--- src/apb_pkg.sv ---
`default_nettype none

package apb_pkg;

	////////////////////////////////////////
	// Bus widths

	// Byte addressed, one word per transfer
	localparam int ADDR_WIDTH = 32;
	localparam int DATA_WIDTH = 32;

	// One strobe per data byte
	localparam int STRB_WIDTH = DATA_WIDTH / 8;

	////////////////////////////////////////
	// APB channel structs

	// Requester to completer, all fields sampled in the access phase
	typedef struct packed {
		logic                  psel;
		logic                  penable;
		logic                  pwrite;
		logic [ADDR_WIDTH-1:0] paddr;
		logic [DATA_WIDTH-1:0] pwdata;
		logic [STRB_WIDTH-1:0] pstrb;
		// Carried along, peripherals here ignore it
		logic [2:0]            pprot;
	} apb_req_t;

	// Completer to requester, prdata and pslverr only meaningful with pready
	typedef struct packed {
		logic                  pready;
		logic                  pslverr;
		logic [DATA_WIDTH-1:0] prdata;
	} apb_rsp_t;

	////////////////////////////////////////
	// CRC-32 constants

	// Reflected form of 0x04C11DB7, data shifted in LSB first
	localparam logic [31:0] CRC_POLY   = 32'hEDB8_8320;
	localparam logic [31:0] CRC_INIT   = 32'hFFFF_FFFF;
	localparam logic [31:0] CRC_XOROUT = 32'hFFFF_FFFF;

	// Register offsets within the CRC block
	localparam logic [ADDR_WIDTH-1:0] CRC_REG_DATA   = 32'h0000_0000;
	localparam logic [ADDR_WIDTH-1:0] CRC_REG_RESULT = 32'h0000_0004;
	localparam logic [ADDR_WIDTH-1:0] CRC_REG_INIT   = 32'h0000_0008;

endpackage

`default_nettype wire

--- src/apb_bridge.sv ---
`timescale 1ns/1ps
`default_nettype none

// One completer port fanned out to NUM_PORTS equal address blocks
// Purely combinational, no added latency on any path
module apb_bridge #(
	// Start of the window, must be aligned to NUM_PORTS blocks
	parameter logic [apb_pkg::ADDR_WIDTH-1:0] BASE_ADDR      = 32'h4000_0000,
	// Bytes per peripheral, power of two
	parameter logic [apb_pkg::ADDR_WIDTH-1:0] BLOCK_SIZE     = 32'h0000_0800,
	parameter int                             NUM_PORTS      = 2,
	// Terminate out-of-window accesses with an error
	parameter bit                             ERR_ON_INVALID = 1'b1
) (
	input  apb_pkg::apb_req_t upstream_req,
	output apb_pkg::apb_rsp_t upstream_rsp,
	output apb_pkg::apb_req_t downstream_req [NUM_PORTS-1:0],
	input  apb_pkg::apb_rsp_t downstream_rsp [NUM_PORTS-1:0]
);

	import apb_pkg::*;

	////////////////////////////////////////
	// Address split

	// paddr = {range tag, device index, offset}
	localparam int BLOCK_BITS  = $clog2(BLOCK_SIZE);
	localparam int DEVICE_BITS = ADDR_WIDTH - BLOCK_BITS;
	// Keep at least one index bit so a single port still elaborates
	localparam int INDEX_BITS  = (NUM_PORTS > 1) ? $clog2(NUM_PORTS) : 1;

	localparam logic [DEVICE_BITS-1:0] BASE_BLOCK = BASE_ADDR[ADDR_WIDTH-1:BLOCK_BITS];

	// Strips the block number, peripherals only see their own offset
	localparam logic [ADDR_WIDTH-1:0] OFFSET_MASK = BLOCK_SIZE - 1'b1;

	logic [DEVICE_BITS-1:0] block_addr;
	logic [INDEX_BITS-1:0]  devid;
	logic                   range_match;
	logic                   port_hit;

	assign block_addr = upstream_req.paddr[ADDR_WIDTH-1:BLOCK_BITS];
	assign devid      = block_addr[INDEX_BITS-1:0];

	// Range tag is whatever sits above the device index
	if (DEVICE_BITS > INDEX_BITS) begin : g_range_tag
		assign range_match = (block_addr[DEVICE_BITS-1:INDEX_BITS] ==
			BASE_BLOCK[DEVICE_BITS-1:INDEX_BITS]);
	end else begin : g_no_range_tag
		// Index covers the whole upper address, everything decodes
		assign range_match = 1'b1;
	end

	// Index past the last port counts as a miss when NUM_PORTS is not a power of two
	assign port_hit = range_match && (int'(devid) < NUM_PORTS);

	////////////////////////////////////////
	// Request fan-out

	for (genvar g = 0; g < NUM_PORTS; g++) begin : g_port
		always_comb begin
			// Shared fields go to every port unchanged
			downstream_req[g] = upstream_req;

			// Block-relative address
			downstream_req[g].paddr = upstream_req.paddr & OFFSET_MASK;

			// Only the decoded port sees psel
			downstream_req[g].psel = upstream_req.psel && port_hit && (int'(devid) == g);
		end
	end

	////////////////////////////////////////
	// Reply mux

	always_comb begin
		// Idle bus returns all zero
		upstream_rsp = '0;

		// Access phase to a mapped block, pass its reply straight through
		if (upstream_req.penable && port_hit) begin
			upstream_rsp = downstream_rsp[devid];
		end

		// Nobody answers outside the window, so close the transfer here
		if (ERR_ON_INVALID && upstream_req.penable && !port_hit) begin
			upstream_rsp.pready  = 1'b1;
			upstream_rsp.pslverr = 1'b1;
		end
	end

endmodule

`default_nettype wire

--- src/apb_scratch_ram.sv ---
`timescale 1ns/1ps
`default_nettype none

// Word-addressed scratch RAM
// Writes finish in the first access cycle, reads take one wait state
module apb_scratch_ram #(
	parameter int RAM_WORDS = 64
) (
	input  wire               pclk,
	input  wire               rst_n,
	input  apb_pkg::apb_req_t req,
	output apb_pkg::apb_rsp_t rsp
);

	import apb_pkg::*;

	localparam int IDX_BITS = (RAM_WORDS > 1) ? $clog2(RAM_WORDS) : 1;

	// Size of the mapped region in bytes
	localparam logic [ADDR_WIDTH-1:0] RAM_BYTES = ADDR_WIDTH'(RAM_WORDS * STRB_WIDTH);

	////////////////////////////////////////
	// Decode

	logic                  access;
	logic                  in_range;
	logic [IDX_BITS-1:0]   word_idx;

	// Second phase of a transfer addressed to us
	assign access   = req.psel && req.penable;

	// Low two bits select a byte and are ignored
	assign word_idx = req.paddr[2 +: IDX_BITS];
	assign in_range = (req.paddr < RAM_BYTES);

	////////////////////////////////////////
	// Storage

	logic [DATA_WIDTH-1:0] mem [RAM_WORDS];
	logic [DATA_WIDTH-1:0] rd_data;

	// Set after the first read access cycle, cleared when the read completes
	logic                  rd_wait;

	always_ff @(posedge pclk) begin
		// Strobed write, only enabled bytes change
		if (access && req.pwrite && in_range) begin
			for (int b = 0; b < STRB_WIDTH; b++) begin
				if (req.pstrb[b])
					mem[word_idx][b*8 +: 8] <= req.pwdata[b*8 +: 8];
			end
		end

		// Read word registered in the first access cycle
		if (access && !req.pwrite && !rd_wait && in_range)
			rd_data <= mem[word_idx];
	end

	////////////////////////////////////////
	// Wait state

	always_ff @(posedge pclk or negedge rst_n) begin
		if (!rst_n) begin
			rd_wait <= 1'b0;
		end else if (access && !req.pwrite) begin
			// Toggles once per read: set in cycle 1, back to zero at completion
			rd_wait <= !rd_wait;
		end else begin
			rd_wait <= 1'b0;
		end
	end

	////////////////////////////////////////
	// Response

	always_comb begin
		rsp = '0;

		// Writes never stall, reads wait for the data register
		rsp.pready  = access && (req.pwrite || rd_wait);

		// Out of range completes normally but flagged
		rsp.pslverr = rsp.pready && !in_range;

		// Registered word only shown on a good read
		if (rsp.pready && !req.pwrite && in_range)
			rsp.prdata = rd_data;
	end

endmodule

`default_nettype wire

--- src/apb_crc_unit.sv ---
`timescale 1ns/1ps
`default_nettype none

// CRC-32 accumulator
// DATA folds a word in, RESULT reads the checksum, INIT restarts it
module apb_crc_unit (
	input  wire               pclk,
	input  wire               rst_n,
	input  apb_pkg::apb_req_t req,
	output apb_pkg::apb_rsp_t rsp
);

	import apb_pkg::*;

	////////////////////////////////////////
	// CRC step

	// Bitwise reflected CRC over one word
	// LSB first, which matches a byte stream sent low byte first
	function automatic logic [31:0] crc_fold(
		input logic [31:0]           crc_in,
		input logic [DATA_WIDTH-1:0] data
	);
		logic [31:0] c;
		c = crc_in;
		for (int i = 0; i < DATA_WIDTH; i++) begin
			if (c[0] ^ data[i])
				c = (c >> 1) ^ CRC_POLY;
			else
				c = c >> 1;
		end
		return c;
	endfunction

	////////////////////////////////////////
	// Register decode

	logic access;
	logic is_data;
	logic is_result;
	logic is_init;
	logic full_strb;

	// Only the legal access kinds get a clean completion
	logic wr_data_ok;
	logic wr_init_ok;
	logic rd_result_ok;
	logic access_ok;

	assign access    = req.psel && req.penable;

	assign is_data   = (req.paddr == CRC_REG_DATA);
	assign is_result = (req.paddr == CRC_REG_RESULT);
	assign is_init   = (req.paddr == CRC_REG_INIT);

	// Partial words would corrupt the checksum
	assign full_strb = &req.pstrb;

	assign wr_data_ok   = req.pwrite && is_data && full_strb;
	assign wr_init_ok   = req.pwrite && is_init;
	assign rd_result_ok = !req.pwrite && is_result;
	assign access_ok    = wr_data_ok || wr_init_ok || rd_result_ok;

	////////////////////////////////////////
	// Accumulator

	logic [31:0] crc_q;

	always_ff @(posedge pclk or negedge rst_n) begin
		if (!rst_n) begin
			crc_q <= CRC_INIT;
		end else if (access) begin
			// Errored accesses leave the running value alone
			if (wr_data_ok)
				crc_q <= crc_fold(crc_q, req.pwdata);
			else if (wr_init_ok)
				crc_q <= CRC_INIT;
		end
	end

	////////////////////////////////////////
	// Response

	always_comb begin
		rsp = '0;

		// Every access ends in its first access cycle
		rsp.pready  = access;
		rsp.pslverr = access && !access_ok;

		// Final inversion applied on readout only
		if (access && rd_result_ok)
			rsp.prdata = crc_q ^ CRC_XOROUT;
	end

endmodule

`default_nettype wire

--- src/apb_subsystem.sv ---
`timescale 1ns/1ps
`default_nettype none

// APB peripheral subsystem
// Bridge port 0 is the scratch RAM, port 1 the CRC unit
module apb_subsystem #(
	parameter logic [apb_pkg::ADDR_WIDTH-1:0] BASE_ADDR      = 32'h4000_0000,
	parameter logic [apb_pkg::ADDR_WIDTH-1:0] BLOCK_SIZE     = 32'h0000_0800,
	parameter bit                             ERR_ON_INVALID = 1'b1,
	// Scratch RAM depth in words
	parameter int                             RAM_WORDS      = 64
) (
	input  wire               pclk,
	input  wire               rst_n,
	input  apb_pkg::apb_req_t upstream_req,
	output apb_pkg::apb_rsp_t upstream_rsp
);

	import apb_pkg::*;

	// One port per peripheral below
	localparam int NUM_PORTS = 2;

	////////////////////////////////////////
	// Per-peripheral channels

	apb_req_t dev_req [NUM_PORTS-1:0];
	apb_rsp_t dev_rsp [NUM_PORTS-1:0];

	////////////////////////////////////////
	// Address decode

	apb_bridge #(
		.BASE_ADDR      (BASE_ADDR),
		.BLOCK_SIZE     (BLOCK_SIZE),
		.NUM_PORTS      (NUM_PORTS),
		.ERR_ON_INVALID (ERR_ON_INVALID)
	) u_bridge (
		.upstream_req   (upstream_req),
		.upstream_rsp   (upstream_rsp),
		.downstream_req (dev_req),
		.downstream_rsp (dev_rsp)
	);

	////////////////////////////////////////
	// Peripherals

	// Block 0 at BASE_ADDR
	apb_scratch_ram #(
		.RAM_WORDS (RAM_WORDS)
	) u_ram (
		.pclk  (pclk),
		.rst_n (rst_n),
		.req   (dev_req[0]),
		.rsp   (dev_rsp[0])
	);

	// Block 1 at BASE_ADDR + BLOCK_SIZE
	apb_crc_unit u_crc (
		.pclk  (pclk),
		.rst_n (rst_n),
		.req   (dev_req[1]),
		.rsp   (dev_rsp[1])
	);

endmodule

`default_nettype wire

--- config.mk ---
export PLATFORM = sky130hd
export DESIGN_NAME = apb_subsystem
export DESIGN_NICKNAME = d
export VERILOG_FILES = /design/src/apb_pkg.sv /design/src/apb_bridge.sv /design/src/apb_scratch_ram.sv /design/src/apb_crc_unit.sv /design/src/apb_subsystem.sv
export SDC_FILE = /design/constraint.sdc
export NUM_CORES = 2
export LEC_CHECK = 0
export BUFFER_PORTS_ARGS = -buffer_cell sky130_fd_sc_hd__buf_2
export CAP_MARGIN = 20
export CORE_AREA = 10 10 326 564
export DETAILED_ROUTE_END_ITERATION = 10
export DIE_AREA = 0 0 336 574
export HOLD_SLACK_MARGIN = 0.15
export PLACE_DENSITY_LB_ADDON = 0.15
export SYNTH_ARGS = -nofsm -noshare
export SYNTH_HDL_FRONTEND = slang
export SYNTH_HIERARCHICAL = 1
export SYNTH_SLANG_ARGS = --single-unit
--- constraint.sdc ---
create_clock -name pclk -period 4.05 [get_ports pclk]
set_clock_uncertainty 0.05 [all_clocks]
set_input_delay 1.0125 -clock pclk [delete_from_list [all_inputs] [get_ports pclk]]
set_output_delay 1.0125 -clock pclk [all_outputs]
set_load 0.005 [all_outputs]
==> results.json <==
{
  "status": "finished, violations left",
  "failed_checks": "setup timing",
  "preCtsSetupSlack_ns": -0.423,
  "drt_iter0_drc": 5017,
  "place_hpwl_mm": 171,
  "dp.cells": 7621,
  "cp.arrival_ns": 3.30,
  "critPathCaptureType": "primary output",
  "start_util_pct": 49.6,
  "r2r-start": "u_crc/crc_q[0]$_DFFE_PN1P_",
  "worst_slack_ns": -0.313,
  "ctsHtreeMaxLevel": 4,
  "clockBufferDepth": 4,
  "num_rows": 203,
  "grt_usage_pct": 25.6,
  "crit_type": "input pin to primary output",
  "antenna_found_initial": 8,
  "hold_viol": 0,
  "cts-hold-fix-buffers": 0,
  "grt_pass1_vias": 49500,
  "wirelength_mm": 251,
  "io_pins": 110,
  "finalCritPeriodShare_pct": 108,
  "num-fill-cells": 13200,
  "wire_per_inst_um": 31.4,
  "gp_congestion": 0.948,
  "fmax_mhz": 229,
  "grt_pass1_wl_mm": 355,
  "postSynthAreaPerCell_sq_um": 17.6,
  "drive_gt1_share_pct": 28.0,
  "crit_required_ns": 2.99,
  "die_h_um": 574,
  "first_pass_iters": 6,
  "ant_nets": 0,
  "cp_max_fo": 7,
  "avgViaCountPerCell": 6.07,
  "stdcell_count": 7993,
  "clk_pin_slew_ns": 0.07,
  "rsz0062_at_grt": "true",
  "power_per_cell_area_nw_per_um2": 522,
  "worstMarginPinSlew_ns": 1.03,
  "cts_buffers": 185,
  "tritoncts": "built",
  "drv_slew": 0,
  "fp.dieW_um": 336,
  "vdd_drop_max_mv": 0.922,
  "fp.coreArea_sq_um": 174000,
  "port_buffers": 106,
  "vias": 48500,
  "area.growth.synth_to_final_pct": 16.7,
  "p_leak_uw": 0.0338,
  "slew_headroom_pct": 31.2,
  "cts-root-buf": "clkbuf_16",
  "final_cell_mix": "edfxtp_1, buf_4, nor2_1",
  "start_kind": "input pin",
  "ys.warnings.count": 6,
  "grt_max_degree": 68,
  "syn_inst": 4900,
  "grt_overflow": 0,
  "regArea_sq_um": 63300,
  "finalSetupViolCount": 61,
  "layout_commonest_cell": "edfxtp_1",
  "hp-class": "input pin to asynchronous set/reset pin",
  "synth_area_sq_um": 86400,
  "multi_input_area_sq_um": 21200,
  "clock-sinks": 2113,
  "clkLatencyLatePin_ns": 0.85,
  "setup_tns_ns": -8.44,
  "cp-startpoint": "upstream_req[61]",
  "drc": 0,
  "cap_violations": 0,
  "layout.nets": 5664,
  "die-area_sq_um": 193000,
  "finalCriticalPeriod_ns": 4.36
}
## timing repair
action,CTS,global route
resized for setup,17,29
setup endpoints to repair,32,61
endpoints found under the hold margin,0,0
pin swaps,29,18
gates cloned,2,5
setup buffers,22,5
## state kept, by name, summed over array words and instances, names as in the netlist
name	cells
u_ram/mem	2048
u_ram/rd_wait	1
u_ram/rd_data	32
u_crc/crc_q	32
## per-layer routing
layer / global-route usage, % / routed length (um) / vias up
li1: - / - / 20800
met1: 30.1 / 88400 / 25000
met2: 44.5 / 127000 / 2072
met5: 0 / 67 / -
met4: 16.4 / 19600 / 10
met3: 2.89 / 15100 / 614
## metrics by stage
stage                     hold slack, ns  instance area (sq um)  util (%)  power (uW)
final                              0.225                 101000      57.8       52600
after floorplan                    0.364                  86700         -       31100
after global placement             0.385                  94400      54.2       35700
after CTS                          0.213                 100000      57.7       52900
after detailed placement           0.389                  94400      54.2       35800
after global routing               0.272                 101000      57.8       54100
## report_power, final
group / leakage (uW) / internal [uW] / switching, uW / total [uW]
clock: 0.00286 / 9470 / 7770 / 17200
sequential: 0.0190 / 24000 / 0.000000718 / 24000
combinational: 0.0119 / 5450 / 5910 / 11400
## critical path, cell delays in order
cell and delay (ns):
buf_2 0.11, nor4_2 0.32, buf_4 0.18, nand2_4 0.08, nor4_4 0.22, o211ai_1 0.21
nor3_4 0.19, buf_12 0.17, clkbuf_16 0.16, and2_1 0.13, mux2i_1 0.07, nor4b_2 0.27
buf_2 0.17
## final timing paths
check	to	slack, ns	cells after the start
worst max-delay path	upstream_rsp[14]	-0.31	13
worst min-delay path	u_ram/rd_wait$_DFF_PN0_	0.23	1
worst max register to register	u_crc/crc_q[5]$_DFFE_PN1P_	0.34	11
worst min register to register	u_ram/rd_wait$_DFF_PN0_	0.40	1
max in group asynchronous	u_ram/rd_wait$_DFF_PN0_	3.18	1
min in group pclk	u_ram/rd_wait$_DFF_PN0_	0.40	1
## final cells by class
class	instances	area share (%)
Sequential cell	2113	62.9
Multi-Input combinational cell	2368	21.0
Timing Repair Buffer	912	7.53
Clock buffer	231	4.92
Tap cell	2255	2.80
Clock inverter	103	0.841
Inverter	8	0.0373
Antenna cell	3	0.00745
No activity file was read; power rests on OpenSTA's default activity.
